===== src/verilog/loraPkg.sv =====
`default_nettype none

package loraPkg;

    // chirp symbol value
    localparam int symbolWidth = 12;

    // spreading-factor select, codes 6 and 7 fall back to the default table
    localparam int sfSelWidth = 3;
    localparam logic [sfSelWidth-1:0] sf7 = 3'd0;
    localparam logic [sfSelWidth-1:0] sf8 = 3'd1;
    localparam logic [sfSelWidth-1:0] sf9 = 3'd2;
    localparam logic [sfSelWidth-1:0] sf10 = 3'd3;
    localparam logic [sfSelWidth-1:0] sf11 = 3'd4;
    localparam logic [sfSelWidth-1:0] sf12 = 3'd5;

    // chirp direction seen by the chirp generator
    localparam int chirpTypeWidth = 2;
    localparam logic [chirpTypeWidth-1:0] typeUp = 2'd0;
    localparam logic [chirpTypeWidth-1:0] typeDown = 2'd1;
    localparam logic [chirpTypeWidth-1:0] typeQuarterDown = 2'd2;

    // frame fields, in transmit order
    localparam int fieldWidth = 4;
    localparam logic [fieldWidth-1:0] fieldIdle = 4'd0;
    localparam logic [fieldWidth-1:0] fieldPreamble = 4'd1;
    localparam logic [fieldWidth-1:0] fieldSync0 = 4'd2;
    localparam logic [fieldWidth-1:0] fieldSync1 = 4'd3;
    localparam logic [fieldWidth-1:0] fieldDown0 = 4'd4;
    localparam logic [fieldWidth-1:0] fieldDown1 = 4'd5;
    localparam logic [fieldWidth-1:0] fieldQuarter = 4'd6;
    localparam logic [fieldWidth-1:0] fieldPayload = 4'd7;
    localparam logic [fieldWidth-1:0] fieldDone = 4'd8;

    // preamble counter, holds up to 31 upchirps
    localparam int countWidth = 5;

    // payload position and table depth
    localparam int payloadIndexWidth = 4;
    localparam int maxPayloadLen = 16;

endpackage

`default_nettype wire


===== src/verilog/frameSequencer.sv =====
`timescale 1ns/1ns
`default_nettype none

module frameSequencer #(
    parameter int preambleLen = 8,
    parameter int payloadLen = 16
) (
    input  logic                                clk,
    input  logic                                rstN,
    input  logic                                clkLock,
    input  logic                                symDone,
    output logic [loraPkg::fieldWidth-1:0]      field,
    output logic [loraPkg::payloadIndexWidth-1:0] payloadIndex
);

    import loraPkg::*;

    // last count value before leaving preamble and payload
    localparam logic [countWidth-1:0] preambleLast = countWidth'(preambleLen - 1);
    localparam logic [payloadIndexWidth-1:0] payloadLast =
        payloadIndexWidth'(payloadLen - 1);

    logic [fieldWidth-1:0] fieldNext;
    logic [countWidth-1:0] preambleCount;

    // next field, symDone only matters inside an active frame
    always_comb begin
        fieldNext = field;
        case (field)
            fieldIdle: begin
                fieldNext = fieldPreamble;
            end
            fieldPreamble: begin
                if (symDone && (preambleCount == preambleLast)) begin
                    fieldNext = fieldSync0;
                end
            end
            fieldSync0: begin
                if (symDone) begin
                    fieldNext = fieldSync1;
                end
            end
            fieldSync1: begin
                if (symDone) begin
                    fieldNext = fieldDown0;
                end
            end
            fieldDown0: begin
                if (symDone) begin
                    fieldNext = fieldDown1;
                end
            end
            fieldDown1: begin
                if (symDone) begin
                    fieldNext = fieldQuarter;
                end
            end
            fieldQuarter: begin
                if (symDone) begin
                    fieldNext = fieldPayload;
                end
            end
            fieldPayload: begin
                if (symDone && (payloadIndex == payloadLast)) begin
                    fieldNext = fieldDone;
                end
            end
            fieldDone: begin
                fieldNext = fieldDone;
            end
            default: begin
                fieldNext = fieldIdle;
            end
        endcase
        // loss of lock aborts the frame from any field
        if (!clkLock) begin
            fieldNext = fieldIdle;
        end
    end

    always_ff @(posedge clk or negedge rstN) begin
        if (!rstN) begin
            field <= fieldIdle;
        end else begin
            field <= fieldNext;
        end
    end

    // counters clear as soon as their field is left
    always_ff @(posedge clk or negedge rstN) begin
        if (!rstN) begin
            preambleCount <= '0;
        end else if (fieldNext != fieldPreamble) begin
            preambleCount <= '0;
        end else if ((field == fieldPreamble) && symDone) begin
            preambleCount <= preambleCount + countWidth'(1);
        end
    end

    always_ff @(posedge clk or negedge rstN) begin
        if (!rstN) begin
            payloadIndex <= '0;
        end else if (fieldNext != fieldPayload) begin
            payloadIndex <= '0;
        end else if ((field == fieldPayload) && symDone) begin
            payloadIndex <= payloadIndex + payloadIndexWidth'(1);
        end
    end

endmodule

`default_nettype wire


===== src/verilog/symbolRom.sv =====
`timescale 1ns/1ns
`default_nettype none

module symbolRom (
    input  logic                                  clk,
    input  logic                                  rstN,
    input  logic [loraPkg::sfSelWidth-1:0]        sfSelect,
    input  logic [loraPkg::fieldWidth-1:0]        field,
    input  logic [loraPkg::payloadIndexWidth-1:0] payloadIndex,
    output logic [loraPkg::symbolWidth-1:0]       symVal,
    output logic [loraPkg::chirpTypeWidth-1:0]    symType,
    output logic                                  chirpRun
);

    import loraPkg::*;

    // two sync words followed by the payload entries
    localparam int tableDepth = maxPayloadLen + 2;
    localparam int tableIndexWidth = $clog2(tableDepth);

    localparam logic [symbolWidth-1:0] sf7Table [tableDepth] = '{
        12'd73, 12'd81,
        12'd70, 12'd117, 12'd13, 12'd21, 12'd5, 12'd78, 12'd94, 12'd101,
        12'd69, 12'd28, 12'd46, 12'd89, 12'd113, 12'd84, 12'd89, 12'd80
    };

    localparam logic [symbolWidth-1:0] sf8Table [tableDepth] = '{
        12'd8, 12'd16,
        12'd5, 12'd73, 12'd141, 12'd169, 12'd137, 12'd29, 12'd61, 12'd177,
        12'd2, 12'd83, 12'd106, 12'd5, 12'd49, 12'd234, 12'd22, 12'd241
    };

    localparam logic [symbolWidth-1:0] sf9Table [tableDepth] = '{
        12'd265, 12'd273,
        12'd250, 12'd330, 12'd114, 12'd106, 12'd11, 12'd306, 12'd378, 12'd411,
        12'd3, 12'd44, 12'd141, 12'd292, 12'd298, 12'd23, 12'd235, 12'd502
    };

    localparam logic [symbolWidth-1:0] sf10Table [tableDepth] = '{
        12'd521, 12'd529,
        12'd1019, 12'd951, 12'd115, 12'd234, 12'd55, 12'd622, 12'd757, 12'd819,
        12'd385, 12'd149, 12'd966, 12'd467, 12'd534, 12'd795, 12'd29, 12'd758
    };

    localparam logic [symbolWidth-1:0] sf11Table [tableDepth] = '{
        12'd1033, 12'd1041,
        12'd1530, 12'd1610, 12'd398, 12'd490, 12'd54, 12'd1262, 12'd1514, 12'd1646,
        12'd578, 12'd1207, 12'd543, 12'd153, 12'd1036, 12'd751, 12'd1552, 12'd780
    };

    // sf12 values not yet verified on air, upper half of payload is empty
    localparam logic [symbolWidth-1:0] sf12Table [tableDepth] = '{
        12'd8, 12'd16,
        12'd488, 12'd568, 12'd2427, 12'd3032, 12'd2083, 12'd476, 12'd984, 12'd1211,
        12'd0, 12'd0, 12'd0, 12'd0, 12'd0, 12'd0, 12'd0, 12'd0
    };

    // used for codes 6 and 7
    localparam logic [symbolWidth-1:0] fallbackTable [tableDepth] = '{
        12'd2057, 12'd2065,
        12'd2555, 12'd2635, 12'd399, 12'd1003, 12'd55, 12'd2543, 12'd3051, 12'd3279,
        12'd0, 12'd0, 12'd0, 12'd0, 12'd0, 12'd0, 12'd0, 12'd0
    };

    localparam logic [symbolWidth-1:0] downSf8 = 12'd254;
    localparam logic [symbolWidth-1:0] downDefault = 12'd4079;

    logic [tableIndexWidth-1:0] wordIndex;
    logic [symbolWidth-1:0] tableWord;
    logic [symbolWidth-1:0] downWord;
    logic [symbolWidth-1:0] valNext;
    logic [chirpTypeWidth-1:0] typeNext;
    logic runNext;

    // table word for the current field
    always_comb begin
        case (field)
            fieldSync0: wordIndex = tableIndexWidth'(0);
            fieldSync1: wordIndex = tableIndexWidth'(1);
            default: wordIndex = tableIndexWidth'(payloadIndex) + tableIndexWidth'(2);
        endcase
    end

    always_comb begin
        case (sfSelect)
            sf7: tableWord = sf7Table[wordIndex];
            sf8: tableWord = sf8Table[wordIndex];
            sf9: tableWord = sf9Table[wordIndex];
            sf10: tableWord = sf10Table[wordIndex];
            sf11: tableWord = sf11Table[wordIndex];
            sf12: tableWord = sf12Table[wordIndex];
            default: tableWord = fallbackTable[wordIndex];
        endcase
        downWord = (sfSelect == sf8) ? downSf8 : downDefault;
    end

    // per-field value, direction and run level
    always_comb begin
        valNext = '0;
        typeNext = typeUp;
        runNext = 1'b1;
        case (field)
            fieldPreamble: begin
                valNext = '0;
            end
            fieldSync0, fieldSync1, fieldPayload: begin
                valNext = tableWord;
            end
            fieldDown0, fieldDown1: begin
                valNext = downWord;
                typeNext = typeDown;
            end
            fieldQuarter: begin
                valNext = downWord;
                typeNext = typeQuarterDown;
            end
            default: begin
                // idle and done keep the chirp generator stopped
                runNext = 1'b0;
            end
        endcase
    end

    always_ff @(posedge clk or negedge rstN) begin
        if (!rstN) begin
            symVal <= '0;
            symType <= typeUp;
            chirpRun <= 1'b0;
        end else begin
            symVal <= valNext;
            symType <= typeNext;
            chirpRun <= runNext;
        end
    end

endmodule

`default_nettype wire


===== src/verilog/loraPacketGen.sv =====
`timescale 1ns/1ns
`default_nettype none

module loraPacketGen #(
    parameter int preambleLen = 8,
    parameter int payloadLen = 16
) (
    input  logic                               clk,
    input  logic                               rstN,
    input  logic                               clkLock,
    input  logic                               symDone,
    input  logic [loraPkg::sfSelWidth-1:0]     sfSelect,
    output logic [loraPkg::symbolWidth-1:0]    symVal,
    output logic [loraPkg::chirpTypeWidth-1:0] symType,
    output logic                               chirpRun
);

    import loraPkg::*;

    logic [fieldWidth-1:0] field;
    logic [payloadIndexWidth-1:0] payloadIndex;

    // frame position, one edge behind symDone
    frameSequencer #(
        .preambleLen(preambleLen),
        .payloadLen (payloadLen)
    ) i_frameSequencer (
        .clk         (clk),
        .rstN        (rstN),
        .clkLock     (clkLock),
        .symDone     (symDone),
        .field       (field),
        .payloadIndex(payloadIndex)
    );

    // registered symbol lookup, one more edge
    symbolRom i_symbolRom (
        .clk         (clk),
        .rstN        (rstN),
        .sfSelect    (sfSelect),
        .field       (field),
        .payloadIndex(payloadIndex),
        .symVal      (symVal),
        .symType     (symType),
        .chirpRun    (chirpRun)
    );

endmodule

`default_nettype wire


===== config.mk =====
export PLATFORM = sky130hd
export DESIGN_NAME = loraPacketGen
export DESIGN_NICKNAME = d
export VERILOG_FILES = /design/src/verilog/loraPkg.sv /design/src/verilog/frameSequencer.sv /design/src/verilog/symbolRom.sv /design/src/verilog/loraPacketGen.sv
export SDC_FILE = /design/constraint.sdc
export NUM_CORES = 1
export LEC_CHECK = 0
export ABC_CLOCK_PERIOD_IN_PS = 9300
export BUFFER_PORTS_ARGS = -buffer_cell sky130_fd_sc_hd__buf_4
export CORE_MARGIN = 8
export CORE_UTILIZATION = 67
export DETAILED_ROUTE_END_ITERATION = 7
export PLACE_DENSITY_LB_ADDON = 0.05
export SYNTH_ARGS = -nofsm -noshare
export SYNTH_HDL_FRONTEND = slang
export SYNTH_SLANG_ARGS = --single-unit

===== constraint.sdc =====
create_clock -name clk -period 9.3 [get_ports clk]
set_input_delay 0.465 -clock clk [delete_from_list [all_inputs] [get_ports clk]]
set_output_delay 0.465 -clock clk [all_outputs]
set_load 0.01 [all_outputs]

==> metrics, run 1 <==
slowest CP cell=a21oi_1; die width=about 87 µm; Pwr Density=73.31 mW/mm²; CP startpoint kind=flip-flop; CP Capture Type=flip-flop; final hold slack=0.07649 ns; via count=between 3,000 and 4,000; Filler cells=399; CTS tree=yes; Cell Count, Final, Fillers Out=roughly 500; antenna cells=0; Clock Skew=about 0.0026 ns; crit-path cells=ha_1 > buf_4 > inv_1 > nor2_4 > inv_2 > a21oi_1 > a2111oi_0 > nor4_1 > a32oi_1; Final Wtd Congestion=between 1 and 1.5; worst-path fanout max=42; slowest stage delay, CP=approximately 0.61 ns; gr ovfl total=0; worst hold path class=in2async; leak pwr=1.350 nW; I/O pin cnt=22; Post CTS Setup Buffer Count=0; Synth Net Count=471; drt pass-1 iters=8; violated checks=DRC; Final Cycle Share=41.27%; row cnt=25; synthesis-to-finish area growth=4.358%; pin count of the biggest net entering global routing=43; Pwr Total=0.2548 mW; CTS clk-pin slew, worst paths=0.10 ns; routed wl met2=4703 µm; Synth Register Bits=28; Cell Count Post-Placement=501; layout cells sized above 1=10.27%; Sink Count=28; Worst Path Arrival=around 4 ns; Fin. Hold Viols=0; Synth Instances=450; wire length on met1=between 4000 and 5000 µm; H-Tree Depth=1; Starting Density=70.05%; synth warn=0; Setup TNS=0 ns; Post-synth top flop=dfrtp_1; Avg Cell Area, Syn=~7.4 µm²; critical path's top delay family=compound AO/OA/AOI/OAI gates; die area=0.007483 mm²; Die Y=86.51 µm; antenna viol nets, final=0; nets=460; Root Driver=clkbuf_8; sum of buffers and inverters on the critical path=3; commonest non-fill, non-tap cell in the layout=nor2_1; WL met3=2072 µm; worst path required time=9.45 ns; global-route wire length before repair=about 19,000 µm; Post-synth EDFFs=0; Setup-failing EPs final=0; initial antenna violation count=0; unrepaired setup endpoints after global routing=false; wire per inst=24.03 µm; share of flip-flops with an asynchronous set or reset=100.0%; sequential area share after synthesis=21.04%; Buffers on Ports=21; Post-Route WL=~12,000 µm; Peak supply drop=~0.074 mV; via density per instance=7.861; Netlist cell types=80; CTS Hold Bufs=0; Rel. slew slack=25.44%; CTS buffer count=3; commonest non-fill, non-tap cells in the layout=nor2_1 (43), nand2_1 (42), o21ai_0 (34); CTS Buffer Depth=2; GRT Total Usage=32.56%; outcome=complete, but fails checks; Mapped Area=0.003331 mm²; fin. max-slew vios=0; highest routed layer=met4; Worst-Skew Late Latency=0.28 ns; # DRC=38; post-cts sizing count=0; Core Area=0.004755 mm²; critical path class=reg2reg; max-cap violations=0; worst-margin pin slew=1.117 ns; detailed placement HPWL=about 8400 µm; initial DRC count=1,033; fmax=260.6 MHz; vias in the first global route=3,530; clock period minus worst slack=3.838 ns
[report_power, final]
part	switching, mW	internal, mW	total, mW
registers	0.00156	0.123	0.124
logic	0.0217	0.0110	0.0327
clock network	0.0401	0.0578	0.0978
total	0.0633	0.191	0.255
[stage by stage]
| stage | setup WS [ns] | area, µm² | util, % |
|---|---|---|---|
| floorplan | 6.233 | 3331 | - |
| global placement | 5.765 | 3405 | 71.61 |
| detailed placement | 5.674 | 3405 | 71.61 |
| CTS | 5.659 | 3476 | 73.11 |
| global route | 5.375 | 3476 | 73.11 |
| finish | 5.462 | 3476 | 73.11 |
[cells in the mapped netlist (6+ instances only)]
master,number,area (µm²)
inv_1,10,37.54
o21ai_0,34,170.2
nand4_1,10,62.56
nand3_1,17,85.08
nor2b_1,7,43.79
buf_2,11,55.05
nand2_1,42,157.7
a21oi_1,33,165.2
nand2b_1,9,56.30
clkbuf_1,23,86.33
nor3_1,10,50.05
nor2_1,43,161.4
dfrtp_1,28,700.7
o211ai_1,6,45.04
a211oi_1,13,97.59
and2_1,6,37.54
ha_1,14,175.2
a31oi_1,14,87.58
or3_1,8,50.05
[flip-flops by register name, indices dropped and copies added (netlist names)]
signal,count
i_frameSequencer.field,4
i_frameSequencer.payloadIndex,4
i_frameSequencer.preambleCount,5
i_symbolRom.chirpRun,1
i_symbolRom.symType,2
i_symbolRom.symVal,12
[logic make-up after synthesis]
logic type / Yosys count / share of synthesized area [%]
AND/OR/NAND/NOR: 180 / 28.32
XOR/XNOR: 12 / 4.057
flip-flops: 28 / 21.04
adder cells (fa/ha/maj): 14 / 5.259
multiplexers: 4 / 1.240
buffers and inverters: 52 / 7.175
AO/OA/AOI/OAI: 160 / 32.91
[cell type report]
| type | instances | area [µm²] | share of cell area (%) |
|---|---|---|---|
| clock buffer | 3 | 41.29 | 1.188 |
| timing repair buffer | 25 | 187.7 | 5.400 |
| inverter | 11 | 41.29 | 1.188 |
| clock inverter | 1 | 30.03 | 0.8639 |
| tap | 67 | 83.83 | 2.412 |
| sequential | 28 | 700.7 | 20.16 |
| multi-input combinational | 370 | 2391 | 68.79 |
[layer usage]
layer / vias up / global-route usage [%]
met3: 123 / 12.48
met1: 1768 / 43.01
met4: 0 / 16.90
met2: 400 / 44.31
met5: - / 0
li1: 1679 / -
[final timing paths]
check                                             startpoint                                 to  slack, ns  depth (start not counted)
setup / recovery            i_frameSequencer.payloadIndex[1]              i_symbolRom.symVal[2]       5.46                          9
hold / removal                                          rstN   i_frameSequencer.payloadIndex[3]       0.08                          1
setup reg to reg            i_frameSequencer.payloadIndex[1]              i_symbolRom.symVal[2]       5.46                          9
hold reg to reg            i_frameSequencer.preambleCount[4]  i_frameSequencer.preambleCount[4]       0.56                          2
max in group asynchronous                               rstN              i_symbolRom.symVal[4]       8.96                          1
min in group clk                                     clkLock          i_frameSequencer.field[2]       0.45                          3
[worst register-to-register path, delay by kind of cell (launching register included)]
family / cells / cell delay, ns
DFF: 1 / 0.57
and+or+nand+nor: 2 / 0.79
AOI/OAI and AO/OA: 3 / 1.03
buffers and inverters: 3 / 0.94
adders and majority gates: 1 / 0.37
Power figures use the tool's default switching activity.
==> run 2: changes to the inputs <==
--- a/config.mk
+++ b/config.mk
@@ -5,10 +5,10 @@
 export SDC_FILE = /design/constraint.sdc
 export NUM_CORES = 1
 export LEC_CHECK = 0
-export ABC_CLOCK_PERIOD_IN_PS = 9300
+export ABC_CLOCK_PERIOD_IN_PS = 3550
 export BUFFER_PORTS_ARGS = -buffer_cell sky130_fd_sc_hd__buf_4
 export CORE_MARGIN = 8
-export CORE_UTILIZATION = 67
+export CORE_UTILIZATION = 62
 export DETAILED_ROUTE_END_ITERATION = 7
 export PLACE_DENSITY_LB_ADDON = 0.05
 export SYNTH_ARGS = -nofsm -noshare
==> constraint.sdc (replaced) <==
create_clock -name clk -period 3.55 [get_ports clk]
set_input_delay 0.1775 -clock clk [delete_from_list [all_inputs] [get_ports clk]]
set_output_delay 0.1775 -clock clk [all_outputs]
set_load 0.01 [all_outputs]
==> run 2 against run 1 <==
First-iteration DRC count increased by 4.2%. Global-route usage decreased by 1.0 points. Via count increased by 1.5%. Cell area increased by 2.8%. Utilization decreased by 3.6 points. Clock skew increased by 0.0017 ns. The run still ends with DRC left. Clock-buffer cell count unchanged.
==> metrics, run 2 (synthesized netlist as in run 1, its figures left out) <==
initial antenna violation count=0 (unchanged); slowest stage delay, CP=0.52 ns (-0.09 ns); crit-path cells=or3b_4 > nand2b_1 > inv_1 > ha_1 > or4bb_1 > o311a_1 > nor2_1 > o21ai_0 > nand4_1 > o32a_1; row cnt=26 (+4.0%); I/O pin cnt=22 (unchanged); RR Startpoint=i_frameSequencer.field[3]; vias in the first global route=3,489 (-1.2%); Peak supply drop=0.1562 mV (+110%); CTS clk-pin slew, worst paths=0.11 ns (about the same); most flop-heavy register=i_symbolRom.symVal; R2R Setup Slk=0.28 ns (-5.18 ns); worst-margin pin slew=1.172 ns (+0.05505 ns); fin. max-slew vios=0 (unchanged); unrepaired setup endpoints after global routing=false; Setup-failing EPs final=0 (unchanged); max-cap violations=0 (unchanged); leak pwr=1.409 nW (+4.4%); commonest non-fill, non-tap cell in the layout=nor2_1; CTS Buffer Depth=2 (unchanged); detailed placement HPWL=8655 µm (+3.1%); CTS buffer count=3 (unchanged); global-route wire length before repair=19,200 µm (-0.39%); H-Tree Depth=1 (unchanged); worst hold path class=in2reg; Setup TNS=0 ns (unchanged); Worst-Skew Late Latency=0.29 ns (about the same); Die Y=89.30 µm (+3.2%); Worst R2R End=i_symbolRom.symVal[5]; HP Start=clkLock; fmax=306.2 MHz (+18%); WHS Path Cells=3; Clock Skew=0.004378 ns (+0.001731 ns); synthesis-to-finish area growth=7.250%; Core Area=0.005140 mm² (+8.1%); commonest non-fill, non-tap cells in the layout=nor2_1 (43), nand2_1 (42), buf_4 (36); worst-path fanout max=11 (-74%); Post CTS Setup Buffer Count=0 (unchanged); gr ovfl total=0 (unchanged); Root Driver=clkbuf_8; drt pass-1 iters=8 (unchanged); Sink Count=28 (unchanged); Worst Path Arrival=3.44 ns (-0.55 ns); initial DRC count=1,076 (+4.2%); Fin. Hold Viols=0 (unchanged); # DRC=75 (+97%); Final Cycle Share=91.99% (+51 points); violated checks=DRC; antenna viol nets, final=0 (unchanged); via density per instance=7.748 (-1.4%); die width=89.30 µm (+3.2%); final hold slack=0.1743 ns (+0.09780 ns); Final Wtd Congestion=1.103 (-8.7%); reg2reg path depth=10 (+1); slowest CP cell=dfrtp_1; wire per inst=23.75 µm (-1.1%); Top Registers=i_symbolRom.symVal x12, i_frameSequencer.preambleCount x5; antenna cells=0 (unchanged); Post-Route WL=12,350 µm (+1.8%); worst path required time=3.72 ns (-5.73 ns); nets=472 (+2.6%); Buffers on Ports=21 (unchanged); outcome=complete, but fails checks; Pwr Density=190.3 mW/mm² (+160%); Layout Utilization=69.50% (-3.6 points); pin count of the biggest net entering global routing=42 (-2.3%); CP Capture Type=flip-flop; max FFs per register=12 (unchanged); via count=4,029 (+1.5%); GRT Total Usage=31.56% (-1.0 points); critical path class=reg2reg; clock period minus worst slack=3.266 ns (-0.5722 ns); layout cells sized above 1=12.44% (+2.2 points); Starting Density=64.80% (-5.3 points); CP startpoint kind=flip-flop; CTS tree=yes; Rel. slew slack=21.68% (-3.8 points); worst hold endpoint=i_frameSequencer.field[2]; Pwr Total=0.6796 mW (+170%); die area=0.007974 mm² (+6.6%)
run 2: worst max path at each step:
| stage | startpoint | to | cells after the start |
|---|---|---|---|
| 6_report | i_frameSequencer.field[3] | i_symbolRom.symVal[5] | 10 |
| 5_1_grt | i_frameSequencer.field[3] | i_symbolRom.symVal[5] | 10 |
| 4_1_cts | i_frameSequencer.field[3] | i_symbolRom.symVal[5] | 10 |
| 3_5_place_dp | i_frameSequencer.field[3] | i_symbolRom.symVal[5] | 10 |
| 3_3_place_gp | i_frameSequencer.field[3] | i_symbolRom.symVal[5] | 10 |
| 2_1_floorplan | i_frameSequencer.field[3] | i_symbolRom.symVal[4] | 13 |
run 2: per-layer routing:
| metal | vias to the layer above | wire length (µm) | global-route usage [%] |
|---|---|---|---|
| met5 | - | 0 | 0 |
| met4 | 0 | 869 | 12.99 |
| met3 | 116 | 2274 | 13.33 |
| met2 | 435 | 4686 | 42.96 |
| met1 | 1787 | 4520 | 42.30 |
| li1 | 1691 | - | - |
run 2: worst max-delay path, delay by kind of cell, from the launching register on:
family | cells | cell delay [ns]
AOI/OAI and AO/OA | 3 | 0.88
adders and majority gates | 1 | 0.32
buffers and inverters | 1 | 0.23
DFF | 1 | 0.52
and+or+nand+nor | 5 | 1.18
run 2: area by class of cell:
cell class              count  area [µm²]
multi-input cells         370        2391
inverters                  11       41.29
clock inverters             1       30.03
flip-flops and latches     28       700.7
fillers                   439        1568
repair buffers             37       280.3
well taps                  70       87.58
clock buffers               3       41.29
run 2: what timing repair did:
action                    4_1_cts  5_1_grt
gates resized for setup         0        0
hold buffers                    1        0
hold endpoints to repair       28        0
run 2: power breakdown:
group          internal, mW  switching [mW]
Clock                 0.151           0.114
Sequential            0.322         0.00347
Combinational        0.0299          0.0588
run 2: metrics by stage:
| step | cells | setup WS [ns] | instance area, µm² |
|---|---|---|---|
| after global placement | 515 | 0.5196 | 3491 |
| after CTS | 520 | 0.4308 | 3572 |
| after global routing | 520 | 0.2551 | 3572 |
| after floorplan | 450 | 0.4832 | 3331 |
| final | 520 | 0.2843 | 3572 |
| after detailed placement | 515 | 0.5024 | 3491 |
==> run 3: changes to the inputs <==
--- a/config.mk
+++ b/config.mk
@@ -7,6 +7,7 @@
 export LEC_CHECK = 0
 export ABC_CLOCK_PERIOD_IN_PS = 3550
 export BUFFER_PORTS_ARGS = -buffer_cell sky130_fd_sc_hd__buf_4
+export CORE_ASPECT_RATIO = 1.1
 export CORE_MARGIN = 8
 export CORE_UTILIZATION = 62
 export DETAILED_ROUTE_END_ITERATION = 7
==> run 3 against run 2 <==
Cell area hardly changed. Cell count up 1.3%. The run still ends with DRC left. Critical path depth increased by 1.
==> metrics, run 3 (synthesized netlist as in run 1, its figures left out) <==
outcome=complete, but fails checks; violated checks=DRC; via density per instance=7.653 (-1.2%); clock period minus worst slack=3.269 ns (+0.002950 ns); GRT Total Usage=31.17% (-0.39 points); CTS Hold Bufs=1 (unchanged); multi-input logic area=0.002391 mm² (unchanged); CTS clk-pin slew, worst paths=0.09 ns (-0.02 ns); Root Driver=clkbuf_8; initial DRC count=768 (-29%); commonest non-fill, non-tap cells in the layout=nor2_1 (43), nand2_1 (42), buf_4 (39); Clock Skew=0.01303 ns (+0.008649 ns); R2R Setup Slk=0.28 ns (about the same); die area=0.007976 mm² (about the same); nets=475 (+0.64%); RR Startpoint=i_frameSequencer.field[3]; unrepaired setup endpoints after global routing=false; die width=85.89 µm (-3.8%); storage element area=700.7 µm² (unchanged); CP startpoint kind=flip-flop; Worst Path Arrival=3.42 ns (-0.02 ns); Top Registers=i_symbolRom.symVal x12, i_frameSequencer.preambleCount x5; gr ovfl total=0 (unchanged); worst-margin pin slew=1.049 ns (-0.1232 ns); critical path class=reg2reg; detailed placement HPWL=9023 µm (+4.2%); CP Capture Type=flip-flop; worst-path fanout max=11 (unchanged); Fin. Hold Viols=0 (unchanged); fin. max-slew vios=0 (unchanged); crit path capture=i_symbolRom.symVal[2]; Final Cycle Share=92.07% (about the same); worst hold path class=in2reg; Critical path origin=i_frameSequencer.field[3]; Peak supply drop=0.1168 mV (-25%); critical path's top delay family=simple AND/OR/NAND/NOR gates; Filler cells=430 (-2.1%); antenna viol nets, final=0 (unchanged); row cnt=28 (+7.7%); Buffers on Ports=21 (unchanged); wire per inst=23.79 µm (+0.13%); max-cap violations=0 (unchanged); vias in the first global route=3,667 (+5.1%); antenna cells=0 (unchanged); global-route wire length before repair=19,850 µm (+3.4%); drt pass-1 iters=8 (unchanged); I/O pin cnt=22 (unchanged); CTS tree=yes; fmax=305.9 MHz (about the same); Rel. slew slack=29.91% (+8.2 points); Starting Density=62.96% (-1.8 points); CTS buffer count=3 (unchanged); via count=4,033 (+0.099%); max FFs per register=12 (unchanged); Post-Route WL=12,540 µm (+1.5%); final hold slack=0.1822 ns (+0.007940 ns); Die Y=92.87 µm (+4.0%); reg2reg path depth=11 (+1); Setup TNS=0 ns (unchanged); sum of buffers and inverters on the critical path=1 (unchanged); Pwr Density=160.7 mW/mm² (-16%); Sink Count=28 (unchanged); H-Tree Depth=1 (unchanged); post-cts sizing count=0 (unchanged); Top cell by count, worst path=nand2_1; CTS Buffer Depth=2 (unchanged); # DRC=9 (-88%); crit-path cells=or3b_4 > nand2_1 > nand2_1 > inv_1 > ha_1 > nor2b_1 > or3_1 > a21oi_1 > a2111oi_0 > nor4_1 > a32oi_1; worst path required time=3.70 ns (-0.02 ns); layout cells sized above 1=12.83% (+0.39 points); Core Area=0.005290 mm² (+2.9%); initial antenna violation count=0 (unchanged); Post CTS Setup Buffer Count=0 (unchanged); Final Wtd Congestion=1.141 (+3.4%); Worst R2R End=i_symbolRom.symVal[2]; pin count of the biggest net entering global routing=42 (unchanged); synthesis-to-finish area growth=7.212% (about the same); commonest non-fill, non-tap cell in the layout=nor2_1; slowest CP cell=a2111oi_0; Setup-failing EPs final=0 (unchanged); Worst-Skew Late Latency=0.26 ns (-0.03 ns); most flop-heavy register=i_symbolRom.symVal; CP Depth=11 (+1); slowest stage delay, CP=0.57 ns (+0.05 ns); leak pwr=1.408 nW (about the same)
run 3: cell count changes in the layout (fill, tap and decap cells not counted), sizes merged:
| cell | previous run | this run |
|---|---|---|
| bufinv | 1 | 0 |
| buf | 36 | 39 |
run 3: worst min path at each step:
stage / start / endpoint / depth (start not counted)
after floorplan: rstN / i_frameSequencer.field[0] / 0
after global placement: rstN / i_frameSequencer.preambleCount[3] / 1
after detailed placement: rstN / i_frameSequencer.preambleCount[3] / 1
after CTS: clkLock / i_frameSequencer.field[2] / 3
after global routing: clkLock / i_frameSequencer.field[2] / 3
final: clkLock / i_frameSequencer.field[2] / 3
run 3: power by group:
part           internal, mW  total (mW)  switching (mW)
clock                0.0757       0.160          0.0846
sequential            0.321       0.325         0.00352
combinational        0.0299      0.0884          0.0584
run 3: final cells by class:
cell class | count | area share (%)
Inverter | 11 | 1.156
Multi-Input combinational cell | 370 | 66.96
Tap cell | 75 | 2.628
Timing Repair Buffer | 40 | 8.479
Sequential cell | 28 | 19.62
Clock buffer | 3 | 1.156
run 3: worst register-to-register path, stage by stage, from the launching register on:
cell and delay [ns]:
dfrtp_1 0.51, or3b_4 0.52, nand2_1 0.12, nand2_1 0.14
inv_1 0.15, ha_1 0.26, nor2b_1 0.24, or3_1 0.20
a21oi_1 0.05, a2111oi_0 0.57, nor4_1 0.12, a32oi_1 0.28
run 3: routing by layer:
| layer | up-vias | track usage (%) | part of all wire [%] |
|---|---|---|---|
| met2 | 420 | 47.40 | 42 |
| met5 | - | 0 | 0 |
| li1 | 1700 | - | - |
| met3 | 106 | 7.617 | 15 |
| met4 | 0 | 18.57 | 8.0 |
| met1 | 1807 | 38.93 | 35 |
run 3: metrics by stage:
| stage | instances | area (µm²) | power, mW | util [%] | setup slack [ns] |
|---|---|---|---|---|---|
| finish | 527 | 3571 | 0.5737 | 67.50 | 0.2814 |
| detailed placement | 523 | 3520 | 0.4137 | 66.53 | 0.3934 |
| global route | 527 | 3571 | 0.5966 | 67.50 | 0.1684 |
| global placement | 523 | 3520 | 0.4135 | 66.53 | 0.4602 |
| floorplan | 450 | 3331 | 0.3812 | - | 0.4832 |
| CTS | 527 | 3571 | 0.5722 | 67.50 | 0.3682 |
